## src/hw/router_pkg.sv

```systemverilog
`default_nettype none

package router_pkg;

    // ----------------------------------------------------------------------
    // widths
    // ----------------------------------------------------------------------
    localparam int SAMPLE_W    = 14;    // adc / dac sample
    localparam int SLOW_W      = 12;    // slow dac code
    localparam int WB_ADR_W    = 8;     // byte address
    localparam int WB_DAT_W    = 32;
    localparam int OSC_CTRL_W  = 2;     // [osc2_filt_off, osc1_filt_off]

    // source counts, select widths
    localparam int SCOPE_SRC_N = 32;
    localparam int SCOPE_SEL_W = 5;
    localparam int OUT_SRC_N   = 16;    // fast outs and slow dacs
    localparam int OUT_SEL_W   = 4;
    localparam int TRIG_SRC_N  = 8;
    localparam int TRIG_SEL_W  = 3;

    // slow dac scaling: (x + offset) * gain, keep bits lsb+11 .. lsb
    localparam int SLOW_OFFSET = 8192;  // midscale
    localparam int SLOW_GAIN   = 156;
    localparam int SLOW_LSB    = 10;
    localparam int SLOW_PROD_W = 24;

    // register map
    localparam logic [WB_ADR_W-1:0] ADR_SCOPE_A   = 8'h00;
    localparam logic [WB_ADR_W-1:0] ADR_SCOPE_B   = 8'h04;
    localparam logic [WB_ADR_W-1:0] ADR_OSC_CTRL  = 8'h08;
    localparam logic [WB_ADR_W-1:0] ADR_TRIG      = 8'h0C;
    localparam logic [WB_ADR_W-1:0] ADR_OUT1_SEL  = 8'h10;
    localparam logic [WB_ADR_W-1:0] ADR_OUT2_SEL  = 8'h14;
    localparam logic [WB_ADR_W-1:0] ADR_SLOW3_SEL = 8'h20;
    localparam logic [WB_ADR_W-1:0] ADR_SLOW4_SEL = 8'h24;
    localparam logic [WB_ADR_W-1:0] ADR_IN1       = 8'h28;  // read only from here on
    localparam logic [WB_ADR_W-1:0] ADR_IN2       = 8'h2C;
    localparam logic [WB_ADR_W-1:0] ADR_OUT1      = 8'h30;
    localparam logic [WB_ADR_W-1:0] ADR_OUT2      = 8'h34;
    localparam logic [WB_ADR_W-1:0] ADR_SLOW3     = 8'h40;
    localparam logic [WB_ADR_W-1:0] ADR_SLOW4     = 8'h44;
    localparam logic [WB_ADR_W-1:0] ADR_OSCA      = 8'h48;
    localparam logic [WB_ADR_W-1:0] ADR_OSCB      = 8'h4C;

    // reset values, all others zero
    localparam logic [SCOPE_SEL_W-1:0] RST_SCOPE_A  = 5'd1;   // in1
    localparam logic [SCOPE_SEL_W-1:0] RST_SCOPE_B  = 5'd2;   // in2
    localparam logic [OSC_CTRL_W-1:0]  RST_OSC_CTRL = 2'd3;   // both filters off

    // source indices
    localparam int SRC_MID      = 0;    // slow dac midscale-low
    localparam int SRC_IN1      = 1;
    localparam int SRC_IN2      = 2;
    localparam int SRC_EXT_TRIG = 0;

    typedef logic signed [SAMPLE_W-1:0] sample_t;

    localparam sample_t SLOW_MID_LOW = sample_t'(-SLOW_OFFSET);  // 14'h2000

    typedef struct packed {
        logic [SCOPE_SEL_W-1:0] scope_a_sel;
        logic [SCOPE_SEL_W-1:0] scope_b_sel;
        logic [OSC_CTRL_W-1:0]  osc_ctrl;
        logic [TRIG_SEL_W-1:0]  trig_sel;
        logic [OUT_SEL_W-1:0]   out1_sel;
        logic [OUT_SEL_W-1:0]   out2_sel;
        logic [OUT_SEL_W-1:0]   slow3_sel;
        logic [OUT_SEL_W-1:0]   slow4_sel;
    } route_cfg_t;

    typedef struct packed {
        sample_t             in1;
        sample_t             in2;
        sample_t             out1;
        sample_t             out2;
        sample_t             osc_a;
        sample_t             osc_b;
        logic [SLOW_W-1:0]   slow3;
        logic [SLOW_W-1:0]   slow4;
    } route_status_t;

    localparam route_cfg_t RST_CFG = '{
        scope_a_sel: RST_SCOPE_A,
        scope_b_sel: RST_SCOPE_B,
        osc_ctrl:    RST_OSC_CTRL,
        default:     '0
    };

endpackage

`default_nettype wire
```

## src/hw/rp_router_top.sv

```systemverilog
`timescale 1ns/1ps
`default_nettype none

// adc/dac signal router, host set up over wishbone
module rp_router_top (
    input  wire                              clk,
    input  wire                              rst,
    input  wire router_pkg::sample_t         i_in1,
    input  wire router_pkg::sample_t         i_in2,
    input  wire                              i_ext_trigger,
    input  wire                              i_wb_cyc,
    input  wire                              i_wb_stb,
    input  wire                              i_wb_we,
    input  wire [router_pkg::WB_ADR_W-1:0]   i_wb_adr,
    input  wire [router_pkg::WB_DAT_W-1:0]   i_wb_dat,
    output logic [router_pkg::WB_DAT_W-1:0]  o_wb_dat,
    output logic                             o_wb_ack,
    output router_pkg::sample_t              o_out1,
    output router_pkg::sample_t              o_out2,
    output router_pkg::sample_t              o_osc1,
    output router_pkg::sample_t              o_osc2,
    output logic [router_pkg::SLOW_W-1:0]    o_slow3,
    output logic [router_pkg::SLOW_W-1:0]    o_slow4,
    output logic                             o_trigger,
    output logic [router_pkg::OSC_CTRL_W-1:0] o_osc_ctrl
);
    import router_pkg::*;

    route_cfg_t    cfg;
    route_status_t status;
    sample_t       scope_src [SCOPE_SRC_N];
    sample_t       out_src   [OUT_SRC_N];
    sample_t       slow_src  [OUT_SRC_N];
    sample_t       slow3_smp;   // selected, before scaling
    sample_t       slow4_smp;

    // ----------------------------------------------------------------------
    // source arrays, only in1 / in2 live
    // ----------------------------------------------------------------------
    always_comb begin
        for (int i = 0; i < SCOPE_SRC_N; i++) begin
            scope_src[i] = '0;
        end
        for (int i = 0; i < OUT_SRC_N; i++) begin
            out_src[i]  = '0;
            slow_src[i] = '0;
        end
        scope_src[SRC_IN1] = i_in1;
        scope_src[SRC_IN2] = i_in2;
        out_src[SRC_IN1]   = i_in1;
        out_src[SRC_IN2]   = i_in2;
        slow_src[SRC_MID]  = SLOW_MID_LOW;  // gives code 0
        slow_src[SRC_IN1]  = i_in1;
        slow_src[SRC_IN2]  = i_in2;
    end

    router_regs regs_inst (
        .clk      (clk),
        .rst      (rst),
        .i_wb_cyc (i_wb_cyc),
        .i_wb_stb (i_wb_stb),
        .i_wb_we  (i_wb_we),
        .i_wb_adr (i_wb_adr),
        .i_wb_dat (i_wb_dat),
        .o_wb_dat (o_wb_dat),
        .o_wb_ack (o_wb_ack),
        .i_status (status),
        .o_cfg    (cfg)
    );

    // scope channels
    signal_select #(.payload_t(sample_t), .SRC_N(SCOPE_SRC_N), .SEL_W(SCOPE_SEL_W))
        scope_a_inst (.clk(clk), .rst(rst), .i_src(scope_src), .i_sel(cfg.scope_a_sel),
                      .o_out(o_osc1));
    signal_select #(.payload_t(sample_t), .SRC_N(SCOPE_SRC_N), .SEL_W(SCOPE_SEL_W))
        scope_b_inst (.clk(clk), .rst(rst), .i_src(scope_src), .i_sel(cfg.scope_b_sel),
                      .o_out(o_osc2));

    // fast dac outputs
    signal_select #(.payload_t(sample_t), .SRC_N(OUT_SRC_N), .SEL_W(OUT_SEL_W))
        out1_inst (.clk(clk), .rst(rst), .i_src(out_src), .i_sel(cfg.out1_sel),
                   .o_out(o_out1));
    signal_select #(.payload_t(sample_t), .SRC_N(OUT_SRC_N), .SEL_W(OUT_SEL_W))
        out2_inst (.clk(clk), .rst(rst), .i_src(out_src), .i_sel(cfg.out2_sel),
                   .o_out(o_out2));

    // ----------------------------------------------------------------------
    // slow dacs 3/4: select, then scale (3 cycles total)
    // ----------------------------------------------------------------------
    signal_select #(.payload_t(sample_t), .SRC_N(OUT_SRC_N), .SEL_W(OUT_SEL_W))
        slow3_sel_inst (.clk(clk), .rst(rst), .i_src(slow_src), .i_sel(cfg.slow3_sel),
                        .o_out(slow3_smp));
    signal_select #(.payload_t(sample_t), .SRC_N(OUT_SRC_N), .SEL_W(OUT_SEL_W))
        slow4_sel_inst (.clk(clk), .rst(rst), .i_src(slow_src), .i_sel(cfg.slow4_sel),
                        .o_out(slow4_smp));

    slow_dac_scale slow3_scale_inst (.clk(clk), .rst(rst), .i_sample(slow3_smp),
                                     .o_code(o_slow3));
    slow_dac_scale slow4_scale_inst (.clk(clk), .rst(rst), .i_sample(slow4_smp),
                                     .o_code(o_slow4));

    trigger_detect trig_inst (
        .clk           (clk),
        .rst           (rst),
        .i_ext_trigger (i_ext_trigger),
        .i_trig_sel    (cfg.trig_sel),
        .o_trigger     (o_trigger)
    );

    assign o_osc_ctrl = cfg.osc_ctrl;

    // live values for readback
    assign status = '{
        in1:   i_in1,
        in2:   i_in2,
        out1:  o_out1,
        out2:  o_out2,
        osc_a: o_osc1,
        osc_b: o_osc2,
        slow3: o_slow3,
        slow4: o_slow4
    };

endmodule

`default_nettype wire

```

## src/hw/router_regs.sv

```systemverilog
`timescale 1ns/1ps
`default_nettype none

// wishbone classic slave, config regs + status readback
module router_regs (
    input  wire                                 clk,
    input  wire                                 rst,
    input  wire                                 i_wb_cyc,
    input  wire                                 i_wb_stb,
    input  wire                                 i_wb_we,
    input  wire [router_pkg::WB_ADR_W-1:0]      i_wb_adr,
    input  wire [router_pkg::WB_DAT_W-1:0]      i_wb_dat,
    output logic [router_pkg::WB_DAT_W-1:0]     o_wb_dat,
    output logic                                o_wb_ack,
    input  wire router_pkg::route_status_t      i_status,
    output router_pkg::route_cfg_t              o_cfg
);
    import router_pkg::*;

    logic                req;       // cyc & stb
    logic                take;      // first cycle of a request
    logic                wr_en;
    logic [WB_DAT_W-1:0] rd_data;

    // sign extend a sample to bus width
    function automatic logic [WB_DAT_W-1:0] sext(input sample_t s);
        return {{(WB_DAT_W-SAMPLE_W){s[SAMPLE_W-1]}}, s};
    endfunction

    assign req   = i_wb_cyc & i_wb_stb;
    assign take  = req & ~o_wb_ack;     // no back to back ack
    assign wr_en = take & i_wb_we;

    // ----------------------------------------------------------------------
    // ack, one cycle per request
    // ----------------------------------------------------------------------
    always_ff @(posedge clk or posedge rst) begin
        if (rst) begin
            o_wb_ack <= 1'b0;
        end else begin
            o_wb_ack <= take;
        end
    end

    // ----------------------------------------------------------------------
    // config write, low field bits only
    // ----------------------------------------------------------------------
    always_ff @(posedge clk or posedge rst) begin
        if (rst) begin
            o_cfg <= RST_CFG;
        end else if (wr_en) begin
            case (i_wb_adr)
                ADR_SCOPE_A:   o_cfg.scope_a_sel <= i_wb_dat[SCOPE_SEL_W-1:0];
                ADR_SCOPE_B:   o_cfg.scope_b_sel <= i_wb_dat[SCOPE_SEL_W-1:0];
                ADR_OSC_CTRL:  o_cfg.osc_ctrl    <= i_wb_dat[OSC_CTRL_W-1:0];
                ADR_TRIG:      o_cfg.trig_sel    <= i_wb_dat[TRIG_SEL_W-1:0];
                ADR_OUT1_SEL:  o_cfg.out1_sel    <= i_wb_dat[OUT_SEL_W-1:0];
                ADR_OUT2_SEL:  o_cfg.out2_sel    <= i_wb_dat[OUT_SEL_W-1:0];
                ADR_SLOW3_SEL: o_cfg.slow3_sel   <= i_wb_dat[OUT_SEL_W-1:0];
                ADR_SLOW4_SEL: o_cfg.slow4_sel   <= i_wb_dat[OUT_SEL_W-1:0];
                default: ;  // read only / unmapped, dropped
            endcase
        end
    end

    // ----------------------------------------------------------------------
    // readback mux
    // ----------------------------------------------------------------------
    always_comb begin
        case (i_wb_adr)
            ADR_SCOPE_A:   rd_data = WB_DAT_W'(o_cfg.scope_a_sel);
            ADR_SCOPE_B:   rd_data = WB_DAT_W'(o_cfg.scope_b_sel);
            ADR_OSC_CTRL:  rd_data = WB_DAT_W'(o_cfg.osc_ctrl);
            ADR_TRIG:      rd_data = WB_DAT_W'(o_cfg.trig_sel);
            ADR_OUT1_SEL:  rd_data = WB_DAT_W'(o_cfg.out1_sel);
            ADR_OUT2_SEL:  rd_data = WB_DAT_W'(o_cfg.out2_sel);
            ADR_SLOW3_SEL: rd_data = WB_DAT_W'(o_cfg.slow3_sel);
            ADR_SLOW4_SEL: rd_data = WB_DAT_W'(o_cfg.slow4_sel);
            ADR_IN1:       rd_data = sext(i_status.in1);     // live adc
            ADR_IN2:       rd_data = sext(i_status.in2);
            ADR_OUT1:      rd_data = sext(i_status.out1);
            ADR_OUT2:      rd_data = sext(i_status.out2);
            ADR_SLOW3:     rd_data = WB_DAT_W'(i_status.slow3);
            ADR_SLOW4:     rd_data = WB_DAT_W'(i_status.slow4);
            ADR_OSCA:      rd_data = sext(i_status.osc_a);
            ADR_OSCB:      rd_data = sext(i_status.osc_b);
            default:       rd_data = '0;
        endcase
    end

    // data lines up with ack
    always_ff @(posedge clk) begin
        if (take) begin
            o_wb_dat <= rd_data;
        end
    end

endmodule

`default_nettype wire

```

## src/hw/trigger_detect.sv

```systemverilog
`timescale 1ns/1ps
`default_nettype none

// trigger source select + rising edge tick
module trigger_detect (
    input  wire                                clk,
    input  wire                                rst,
    input  wire                                i_ext_trigger,
    input  wire [router_pkg::TRIG_SEL_W-1:0]   i_trig_sel,
    output logic                               o_trigger
);
    import router_pkg::*;

    logic trig_src [TRIG_SRC_N];
    logic trig_lvl;     // selected line, one stage late
    logic trig_prev;    // previous level

    always_comb begin
        for (int i = 0; i < TRIG_SRC_N; i++) begin
            trig_src[i] = 1'b0;     // spare trigger inputs
        end
        trig_src[SRC_EXT_TRIG] = i_ext_trigger;
    end

    signal_select #(
        .payload_t (logic),
        .SRC_N     (TRIG_SRC_N),
        .SEL_W     (TRIG_SEL_W)
    ) trig_sel_inst (
        .clk   (clk),
        .rst   (rst),
        .i_src (trig_src),
        .i_sel (i_trig_sel),
        .o_out (trig_lvl)
    );

    // low -> high gives one cycle tick
    always_ff @(posedge clk or posedge rst) begin
        if (rst) begin
            trig_prev <= 1'b0;
            o_trigger <= 1'b0;
        end else begin
            trig_prev <= trig_lvl;
            o_trigger <= trig_lvl & ~trig_prev;
        end
    end

endmodule

`default_nettype wire

```

## src/hw/slow_dac_scale.sv

```systemverilog
`timescale 1ns/1ps
`default_nettype none

// signed sample -> 12 bit slow dac code, 2 stage pipe
module slow_dac_scale (
    input  wire                           clk,
    input  wire                           rst,
    input  wire router_pkg::sample_t      i_sample,
    output logic [router_pkg::SLOW_W-1:0] o_code
);
    import router_pkg::*;

    logic [SAMPLE_W-1:0]    biased;   // 0 .. 16383
    logic [SLOW_PROD_W-1:0] prod_d;
    logic [SLOW_PROD_W-1:0] prod_q;

    // shift to unsigned, -8192 lands on 0
    assign biased = SAMPLE_W'(i_sample + SLOW_OFFSET);
    assign prod_d = SLOW_PROD_W'(biased * SLOW_GAIN);  // max 2555748, fits 22 bits

    // ----------------------------------------------------------------------
    // stage 1: product
    // ----------------------------------------------------------------------
    always_ff @(posedge clk or posedge rst) begin
        if (rst) begin
            prod_q <= '0;
        end else begin
            prod_q <= prod_d;
        end
    end

    // ----------------------------------------------------------------------
    // stage 2: slice
    // ----------------------------------------------------------------------
    always_ff @(posedge clk or posedge rst) begin
        if (rst) begin
            o_code <= '0;
        end else begin
            o_code <= prod_q[SLOW_LSB +: SLOW_W];   // bits 21..10
        end
    end

endmodule

`default_nettype wire

```

## src/hw/signal_select.sv

```systemverilog
`timescale 1ns/1ps
`default_nettype none

// registered n:1 source selector
module signal_select #(
    parameter type payload_t = logic,
    parameter int  SRC_N     = 16,
    parameter int  SEL_W     = 4
) (
    input  wire            clk,
    input  wire            rst,
    input  wire payload_t  i_src [SRC_N],
    input  wire [SEL_W-1:0] i_sel,
    output payload_t       o_out
);

    logic     sel_ok;   // select inside the source range
    payload_t picked;

    assign sel_ok = (int'(i_sel) < SRC_N);

    always_comb begin
        picked = '0;                // out of range reads zero
        if (sel_ok) begin
            picked = i_src[i_sel];
        end
    end

    // ----------------------------------------------------------------------
    // one register stage
    // ----------------------------------------------------------------------
    always_ff @(posedge clk or posedge rst) begin
        if (rst) begin
            o_out <= '0;
        end else begin
            o_out <= picked;
        end
    end

endmodule

`default_nettype wire

```

## config.mk

```make
export PLATFORM = sky130hd
export DESIGN_NAME = rp_router_top
export DESIGN_NICKNAME = d
export VERILOG_FILES = /design/src/hw/router_pkg.sv /design/src/hw/rp_router_top.sv /design/src/hw/router_regs.sv /design/src/hw/trigger_detect.sv /design/src/hw/slow_dac_scale.sv /design/src/hw/signal_select.sv
export SDC_FILE = /design/constraint.sdc
export NUM_CORES = 1
export LEC_CHECK = 0
export BUFFER_PORTS_ARGS = -buffer_cell sky130_fd_sc_hd__clkbuf_2
export CORE_AREA = 4 4 225 117
export DETAILED_ROUTE_END_ITERATION = 10
export DIE_AREA = 0 0 229 121
export PLACE_DENSITY = 0.72
export RECOVER_POWER = 25
export SETUP_SLACK_MARGIN = 0.1
export SLEW_MARGIN = 20
export SYNTH_ARGS = -nofsm -noshare
export SYNTH_HDL_FRONTEND = slang
export SYNTH_SLANG_ARGS = --single-unit
```

## constraint.sdc

```tcl
create_clock -name clk -period 4.7 [get_ports clk]
set_clock_uncertainty 0.15 [all_clocks]
set_input_delay 0.235 -clock clk [delete_from_list [all_inputs] [get_ports clk]]
set_output_delay 0.235 -clock clk [all_outputs]
set_load 0.01 [all_outputs]
```

==> flow_results.org, run 1 <==
** Outcome
- The flow ran to the end, and the final reports show no timing, DRC or antenna violations.

** Synth
- Area share of the largest cell type after synthesis :: 37.7%
- Yosys mapped a number of flops with a built-in enable equal to 14.
- The most used flip-flop cell after synthesis is sky130_fd_sc_hd__dfrtp_1.
- Cell area after technology mapping :: 10800 um^2
- The number of different library cells used by synthesis comes to 77.
- Counting flops with an async set or reset pin after synthesis yields a share of 92.3%.
- Area leader, netlist :: sky130_fd_sc_hd__dfrtp_1
- Synthesis produced a netlist with a net count of 1223.
- Sequential cells were found to cover 42.5% of the synthesized design area.
- A synthesized cell averages 10.4 um^2.
- The Yosys step of the flow raised 0 warnings.
- #FFs+latches synth :: 181
- Yosys attributes the largest share of cell area to sky130_fd_sc_hd__dfrtp_1 (38%), sky130_fd_sc_hd__fa_1 (8.1%), sky130_fd_sc_hd__a22oi_1 (7.4%).
- Synthesis handed over a netlist of 1043 instances.
- Yosys instantiated no cell more often than sky130_fd_sc_hd__dfrtp_1.
- Synth cell count leaders :: sky130_fd_sc_hd__dfrtp_1 (163), sky130_fd_sc_hd__inv_1 (138), sky130_fd_sc_hd__nor2_1 (122)

** Power and ir drop
- LEAKAGE :: 6.15 nW
- In this run the power density over the cells is 280 nW/um^2.
- The worst-case IR drop observed on VDD is 0.323 mV.

** Timing
- Worst Tran Pin Value :: 1260 ps
- Final-layout setup total negative slack :: 0 ps
- Setup repair after global routing missed its margin :: no
- Of the available clock period, the critical path in the final layout requires 82.1%.
- Total count of hold-check failures in the final report :: 0
- Timing would allow up to 0.259 GHz.
- Setup-failing EPs final :: 0
- Number of max-slew violations in the final report :: 0
- Minimum clock period after layout :: 3860 ps
- Headroom to the max-slew limit came out at 16.0%.

** Critical path
- The startpoint identified for the worst register-to-register timing path is slow4_sel_inst.o_out[5].
- Worst reg2reg path depth :: 13
- STA puts the critical path data arrival time at 4070 ps.
- Data on the critical path is required at its endpoint by 4910 ps.
- Start-to-end type of the worst setup path :: reg2reg
- Kind of start point of the critical path :: flip-flop
- Worst r2r dst :: slow4_scale_inst.prod_q[20]
- CP max FO :: 4
- In this run the register-to-register setup slack is 840 ps.
- STA classifies the critical path endpoint as a flip-flop.

** Drt
- Number of design-rule violations left by the first detailed-router iteration :: 1239
- After detailed routing, the number of remaining DRC violations is 0.
- Via-per-instance ratio :: 5.90
- The final route contains 8886 vias.
- Average wire per standard cell :: 23.3 um
- After detailed routing, the total wire length is 35.0 mm.
- Once detail routing completed, the nets flagged for antenna violations numbered 0.
- The first detailed-routing pass took 6 iterations.

** Clock tree
- Number of sinks on the clock net :: 181
- CTS root buf :: sky130_fd_sc_hd__clkbuf_16
- Deepest clock path buffer count :: 2
- Total CTS buffers :: 17
- The H-tree was split into 4 levels.
- TritonCTS clock tree :: built
- Worst skew pair latency :: 440 ps
- Clock-pin slew was measured on the worst setup and hold paths at 80 ps.
- Post-cts resize count :: 0

** Global route
- Total Routing Usage GR :: 25.4%
- Global-route wire length before repair :: 53.1 mm
- After global routing the overflow that remains totals 0.
- Maximum number of pins on one net before global-route repair :: 168
- The number of global-route vias before repair was 8550.
- Number of antenna violations at the first check in global routing :: 1

** Layout
- Area overhead of the layout relative to synthesis :: 13.9%
- The filler cells instantiated in the layout total 2245.
- Total Nets Final :: 1351
- For this run, the share of the core covered by cells in the final layout is 50.1%.
- Fraction of layout cells with a size suffix above 1 :: 17.5%

** Die
- Placeable Area :: 24600 um^2
- DIE HEIGHT :: 121 um
- For this configuration, the core starts out at a cell density of 44.0%.
- The die covers 27700 um^2.
- 190 I/O pins were placed.
- From left edge to right edge, the die measures 229 um.
- Number of rows in the core area :: 41

** Place
- Once detailed placement completed, the half-perimeter wirelength came to 26.2 mm.
- In this run the tool buffered the top-level ports with 162 buffer cells.
- Routability cong. :: 0.959

** Worst hold path
- The worst hold path belongs to the class in2reg.
- Start point of the worst min-delay path :: i_in2[13]
- Number of instances on the worst hold path :: 3
- The worst hold path terminates at scope_a_inst.o_out[13].

** Flow run
- Across the run, the number of max-cap violations was 0.
## power breakdown
part | switching (mW) | leakage (nW) | total (mW) | internal [mW]
clock | 0.655 | 0.285 | 1.50 | 0.842
combinational | 0.222 | 3.43 | 0.312 | 0.0902
sequential | 0.0330 | 2.44 | 1.65 | 1.61
total | 0.909 | 6.15 | 3.45 | 2.55
## critical path: stages (launching register included)
cell,delay (ps)
sky130_fd_sc_hd__dfrtp_1,370
sky130_fd_sc_hd__inv_1,120
sky130_fd_sc_hd__fa_1,550
sky130_fd_sc_hd__inv_1,40
sky130_fd_sc_hd__ha_1,270
sky130_fd_sc_hd__inv_1,60
sky130_fd_sc_hd__fa_1,470
sky130_fd_sc_hd__inv_1,40
sky130_fd_sc_hd__ha_1,300
sky130_fd_sc_hd__and3_2,230
sky130_fd_sc_hd__o21ai_0,410
sky130_fd_sc_hd__nand4b_1,260
sky130_fd_sc_hd__a31oi_1,350
sky130_fd_sc_hd__xnor2_1,160
## registers in the layout (all words and copies together), names as in the netlist
register and cells:
slow3_scale_inst.o_code 12, slow4_scale_inst.o_code 12, slow3_sel_inst.o_out 14, trig_inst.trig_prev 1
slow4_sel_inst.o_out 14, regs_inst.o_wb_dat 14, scope_b_inst.o_out 14, slow4_scale_inst.prod_q 12
trig_inst.trig_sel_inst.o_out 1, regs_inst.o_wb_ack 1, scope_a_inst.o_out 14, trig_inst.o_trigger 1
slow3_scale_inst.prod_q 12, regs_inst.o_cfg 31, out2_inst.o_out 14, out1_inst.o_out 14
## per-stage QoR
| stage | total power [mW] | instances | setup slack [ps] | area (um^2) | hold WS [ps] |
|---|---|---|---|---|---|
| 2_1_floorplan | 1.83 | 1043 | 1240 | 10800 | 181 |
| 3_3_place_gp | 1.97 | 1471 | 959 | 11800 | 183 |
| 3_5_place_dp | 1.98 | 1471 | 969 | 11800 | 185 |
| 4_1_cts | 3.45 | 1506 | 915 | 12400 | 2.27 |
| 5_1_grt | 3.56 | 1507 | 654 | 12300 | 36.3 |
| 6_report | 3.45 | 1507 | 841 | 12300 | 18.1 |
## cells by family after synthesis
kind of cell	Yosys count	synth area share, %
flip-flops	181	42.5
multiplexers	50	5.26
buffers and inverters	202	8.03
adder cells (fa/ha/maj)	106	15.3
AND/OR/NAND/NOR	260	12.6
XOR/XNOR	15	1.21
AO/OA/AOI/OAI	229	15.1
## metal layers
layer / GRT usage, % / share of wire [%] / vias up
li1: - / - / 3858
met1: 36.1 / 43 / 4386
met2: 37.1 / 42 / 554
met3: 8.49 / 12 / 86
met4: 7.10 / 2.5 / 2
met5: 1.65 / 0.16 / -
## how the worst max path moves through the flow
| stage | start | to | slack [ps] | cells after the start |
|---|---|---|---|---|
| after global placement | slow3_sel_inst.o_out[6] | slow3_scale_inst.prod_q[14] | 960 | 13 |
| after global routing | slow3_sel_inst.o_out[6] | slow3_scale_inst.prod_q[14] | 650 | 13 |
| after CTS | slow4_sel_inst.o_out[5] | slow4_scale_inst.prod_q[20] | 910 | 13 |
| after detailed placement | slow4_sel_inst.o_out[6] | slow4_scale_inst.prod_q[20] | 970 | 13 |
| final | slow4_sel_inst.o_out[5] | slow4_scale_inst.prod_q[20] | 840 | 13 |
| after floorplan | slow3_sel_inst.o_out[7] | slow3_scale_inst.prod_q[17] | 1240 | 14 |
## placed cells by master (no fill, tap or decap), types with 26 or more instances in the layout
cell type	n
sky130_fd_sc_hd__a22oi_1	107
sky130_fd_sc_hd__inv_1	137
sky130_fd_sc_hd__dfrtp_1	163
sky130_fd_sc_hd__clkbuf_1	62
sky130_fd_sc_hd__a21oi_1	26
sky130_fd_sc_hd__nand2_1	36
sky130_fd_sc_hd__fa_1	44
sky130_fd_sc_hd__nor2_1	122
sky130_fd_sc_hd__mux2_2	35
sky130_fd_sc_hd__o21ai_0	30
sky130_fd_sc_hd__ha_1	62
sky130_fd_sc_hd__clkbuf_2	103
## cell type report
class                   instances  area [um^2]  share of cell area (%)
multi-input cells             660         5370                    43.5
flip-flops and latches        181         4600                    37.3
repair buffers                173          832                    6.74
inverters                     138          522                    4.23
clock buffers                  18          429                    3.48
well taps                     322          403                    3.27
clock inverters                14          174                    1.41
diodes                          1         2.50                  0.0203
## what timing repair did
item,CTS,global route
endpoints found under the hold margin,104,0
setup buffers,0,0
hold buffers,3,0
Note: power is estimated with default switching activity, not from simulation.
==> run 2, diff against run 1 <==
ABC_AREA = 1   (was default)
CORE_AREA = 4 4 230 120   (was 4 4 225 117)
DIE_AREA = 0 0 234 124   (was 0 0 229 121)
clock period = 3.3 ns   (was 4.7 ns; I/O delays follow)
==> flow_results.org, run 2 <==
** Synth
- The number of synthesis warnings came to 0 (unchanged).
- The count of mapped cells out of synthesis was 1426 (+37%).
- The net count of the mapped netlist is 1606 (+31%).
- Ranked by total cell area, the synthesized netlist is headed by sky130_fd_sc_hd__dfrtp_1 (36%), sky130_fd_sc_hd__nand2_1 (11%), sky130_fd_sc_hd__inv_1 (8.4%).
- The area share of the largest cell type after synthesis is 36.0% (-1.6 points).
- Number of enable-type register cells in the synthesized netlist :: 14 (unchanged)
- The fraction of the mapped netlist area in simple logic gates was 23.8% (+11 points).
- The register bit count reported by yosys was 181 (unchanged).
- Adder and majority gate portion of the synthesized area :: 14.6% (-0.66 points)
- The netlist area before placement came to 11300 um^2 (+4.5%).
- Among all cell types in the netlist, the one instantiated most often is sky130_fd_sc_hd__nand2_1.
- The area share of xor/xnor cells in the synthesized design came to 0.464% (-0.75 points).
- Dominant combinational cell family by area after synthesis :: simple AND/OR/NAND/NOR gates
- Count of unique library cells instantiated by Yosys :: 29 (-62%)
- The commonest cells after synthesis are sky130_fd_sc_hd__nand2_1 (328), sky130_fd_sc_hd__inv_1 (253), sky130_fd_sc_hd__dfrtp_1 (163).
- Area leader, netlist :: sky130_fd_sc_hd__dfrtp_1
- The most used flip-flop cell after synthesis is sky130_fd_sc_hd__dfrtp_1.
- The fraction of the mapped netlist area in compound gates was 8.93% (-6.1 points).
- Sequential area share after synthesis :: 40.7% (-1.8 points)
- The mean post-synth cell area is 7.94 um^2 (-24%).
- The share of flip-flops with an asynchronous set or reset came to 92.3% (unchanged).
- The mux share of post-synthesis cell area is 0% (-5.3 points).

** Timing
- Minimum clock period after layout :: 3150 ps (-712 ps)
- Final cycle utilization of the critical path :: 95.4% (+13 points)
- The measured slew at the worst slew-check pin is 1620 ps (+357 ps).
- The highest clock rate came to 0.318 GHz (+23%).
- Number of max-slew violations in the final report :: 73 (+73)
- Setup repair after global routing could not meet its margin everywhere.
- The tightest hold margin came to 29.4 ps (+11.3 ps).
- Max_slew headroom :: -7.84% (-24 points)
- Total count of hold-check failures in the final report :: 0 (unchanged)
- Setup-failing EPs final :: 0 (unchanged)

** Layout
- Inserted Diodes :: 0 (-1)
- From synthesis to final layout, the design area changed by 22.9%.
- Leaving out fill and tap cells, the most frequent cell in the layout is sky130_fd_sc_hd__nand2_1.
- The flip-flop count of the largest register, all copies and words added was 31 (unchanged).
- Fraction of layout cells with a size suffix above 1 :: 22.4% (+4.9 points)
- The post-layout net count was 1795 (+33%).
- Largest register by flop count :: regs_inst.o_cfg
- The library cells used most frequently in the layout, excluding fill and tap cells, are sky130_fd_sc_hd__nand2_1 (290), sky130_fd_sc_hd__inv_1 (219), sky130_fd_sc_hd__dfrtp_1 (162).
- Fill cells :: 2336 (+4.1%)
- Layout Utilization :: 53.9% (+3.8 points)
- The total non-filler cell area in the finished layout was 13900 um^2 (+13%).

** Drt
- Count of nets left with antenna violations after detail routing :: 0 (unchanged)
- The detailed-routing iteration count for the pre-antenna-repair pass is 5 (-1).
- Residual DRC count :: 0 (unchanged)
- Number of design-rule violations left by the first detailed-router iteration :: 1274 (+2.8%)
- Routed length on met2 :: 15.4 mm (+3.9%)
- The number of vias after detailed routing came to 10484 (+18%).
- Via-per-instance ratio :: 5.29 (-10%)
- The post-route met1 wirelength came to 15.7 mm (+5.2%).
- Average wire per standard cell :: 18.6 um (-20%)
- Met3 wirelength from detailed routing :: 4.90 mm (+14%)
- The highest layer touched by signal routing is met5.
- Sum of routed wire length over all layers :: 36.8 mm (+4.9%)

** Power and ir drop
- The overall power after layout is 4.83 mW (+40%).
- The worst IR drop on VDD is 0.344 mV (+6.7%).
- The areal power density over the cells is 347 nW/um^2 (+24%).
- The static power due to leakage was 7.52 nW (+22%).

** Clock tree
- The clock latency of the later-clocked register in the worst-skew pair is 450 ps (about the same).
- Max H-tree Level :: 4 (unchanged)
- Number of sinks on the clock net :: 181 (unchanged)
- The total CTS buffers is 17 (unchanged).
- TritonCTS clock tree :: built
- The deepest clock path buffer count was 2 (unchanged).
- Clk slew on worst S/H paths :: 70 ps (about the same)
- The tree is rooted in a sky130_fd_sc_hd__clkbuf_16.

** Critical path
- Worst endpoint required time :: 3490 ps (-1420 ps)
- CP endpoint kind :: flip-flop
- The worst setup path is launched from a flip-flop.
- The data arrival time of the critical path came to 3330 ps (-740 ps).
- By startpoint and endpoint, the worst setup path is classified as reg2reg.
- Crit-path most repeated cell :: sky130_fd_sc_hd__nand2_1
- Slowest stage cell, crit path :: sky130_fd_sc_hd__fa_1
- The largest fanout of any net on the critical path is 4 (unchanged).
- Cell chain of the critical path :: inv_2 > fa_1 > inv_1 > ha_4 > inv_1 > fa_1 > inv_1 > ha_4 > nand2_2 > nand2_1 > a21oi_2 > nor2_2 > nor2_2 > nand2_1 > nand2_1 > nand2_1
- The worst stage delay on the critical path came to 530 ps (-20 ps).

** Outcome
- Run status :: finished, violations left
- Violated checks :: capacitance limit, slew limit

** Global route
- Maximum number of pins on one net before global-route repair :: 73 (-57%)
- The sum of overflow across all layers after global routing came to 0 (unchanged).
- Number of antenna violations at the first check in global routing :: 1 (unchanged)
- Global-route wire length before repair :: 55.2 mm (+4.0%)
- The total routing resource utilization after global routing came to 25.2% (-0.23 points).
- Vias in the first global route :: 9910 (+16%)

** Place
- The weighted congestion reported at the end of routability-driven placement came to 0.976 (+1.8%).
- The post-placement cell area is 12400 um^2 (+5.3%).
- DP HPWL :: 27.3 mm (+4.0%)
- # port buffers :: 162 (unchanged)

** Flow run
- Max capacitance violation total :: 1 (+1)

** Die
- Die extent in x :: 234 um (+2.2%)
- I/O pin total :: 190 (unchanged)
- The initial standard-cell utilization of the core was 43.9% (-0.11 points).
- Number of rows in the core area :: 42 (+2.4%)
- The area of the die was 29000 um^2 (+4.7%).
- The y dimension of the die was 124 um (+2.5%).
- The placeable core area is 25800 um^2 (+4.8%).

** Worst hold path
- In this run the worst hold path is classified as in2reg.
-- run 2: cell count changes after synthesis, moves of 7 or more --
cell and change:
sky130_fd_sc_hd__nand2_1 +292, sky130_fd_sc_hd__inv_1 +115, sky130_fd_sc_hd__clkbuf_1 +7, sky130_fd_sc_hd__a31oi_1 -7
sky130_fd_sc_hd__mux2_2 -35, sky130_fd_sc_hd__a21oi_1 +59, sky130_fd_sc_hd__mux2i_1 -13, sky130_fd_sc_hd__nor3_1 +24
sky130_fd_sc_hd__nand3_1 +117, sky130_fd_sc_hd__nor2b_1 -15, sky130_fd_sc_hd__a22oi_1 -53, sky130_fd_sc_hd__xnor2_1 -9
-- run 2: metal layers --
metal	track usage [%]	vias to the layer above
li1	-	4872
met1	36.2	4977
met2	36.0	567
met3	9.16	66
met4	6.26	2
met5	0	-
-- run 2: path summary, 6_finish.rpt --
check,cells past startpoint,startpoint,slack (ps),to
max,16,slow4_sel_inst.o_out[9],150,slow4_scale_inst.prod_q[20]
min,3,i_in1[8],30,out2_inst.o_out[8]
max reg2reg,16,slow4_sel_inst.o_out[9],150,slow4_scale_inst.prod_q[20]
min reg2reg,0,slow4_scale_inst.prod_q[13],200,slow4_scale_inst.o_code[3]
max in group asynchronous,4,rst,660,out1_inst.o_out[1]
min in group asynchronous,3,rst,280,scope_a_inst.o_out[0]
-- run 2: metrics by stage --
stage               worst slack (ps)  std cells  TNS [ps]
floorplan                        239       1426         0
detailed placement             -17.5       1894     -17.5
CTS                             79.9       1970         0
global placement               -36.4       1894     -36.4
global route                    14.7       1980         0
finish                           153       1980         0
-- run 2: critical path, delay by kind of cell, from the launching register on --
family          cells  cell delay (ps)
fa+ha+maj           4             1550
flops               1              400
buf+inv             4              260
simple gates        7              530
compound gates      1              170
-- run 2: final cells by class --
cell class                 count  area [um^2]  share of cell area (%)
multi-input combinational    924         5890                    42.3
sequential                   181         4610                    33.1
timing repair buffer         237         1430                    10.3
inverter                     254          957                    6.88
tap                          352          440                    3.17
clock buffer                  17          425                    3.06
clock inverter                15          164                    1.18
-- run 2: repair_timing --
item | CTS | global route
resized for setup | 31 | 100
hold endpoints to repair | 78 | 0
pin swaps | 9 | 36
hold buffers | 30 | 0
setup buffers | 14 | 10
setup endpoints to repair | 15 | 22
-- run 2: logic make-up (layout without fill, tap and decap cells) --
logic type / after synthesis / count (layout)
AOI/OAI and AO/OA: 175 / 175
adders and majority gates: 106 / 106
and+or+nand+nor: 637 / 637
buffers and inverters: 321 / 523
DFF: 181 / 181
xor gates and xnor gates: 6 / 6
-- run 2: power breakdown --
| group | switching [mW] | internal, mW |
|---|---|---|
| registers | 0.0466 | 2.29 |
| logic | 0.307 | 0.150 |
| clock network | 1.02 | 1.01 |
| total | 1.37 | 3.46 |
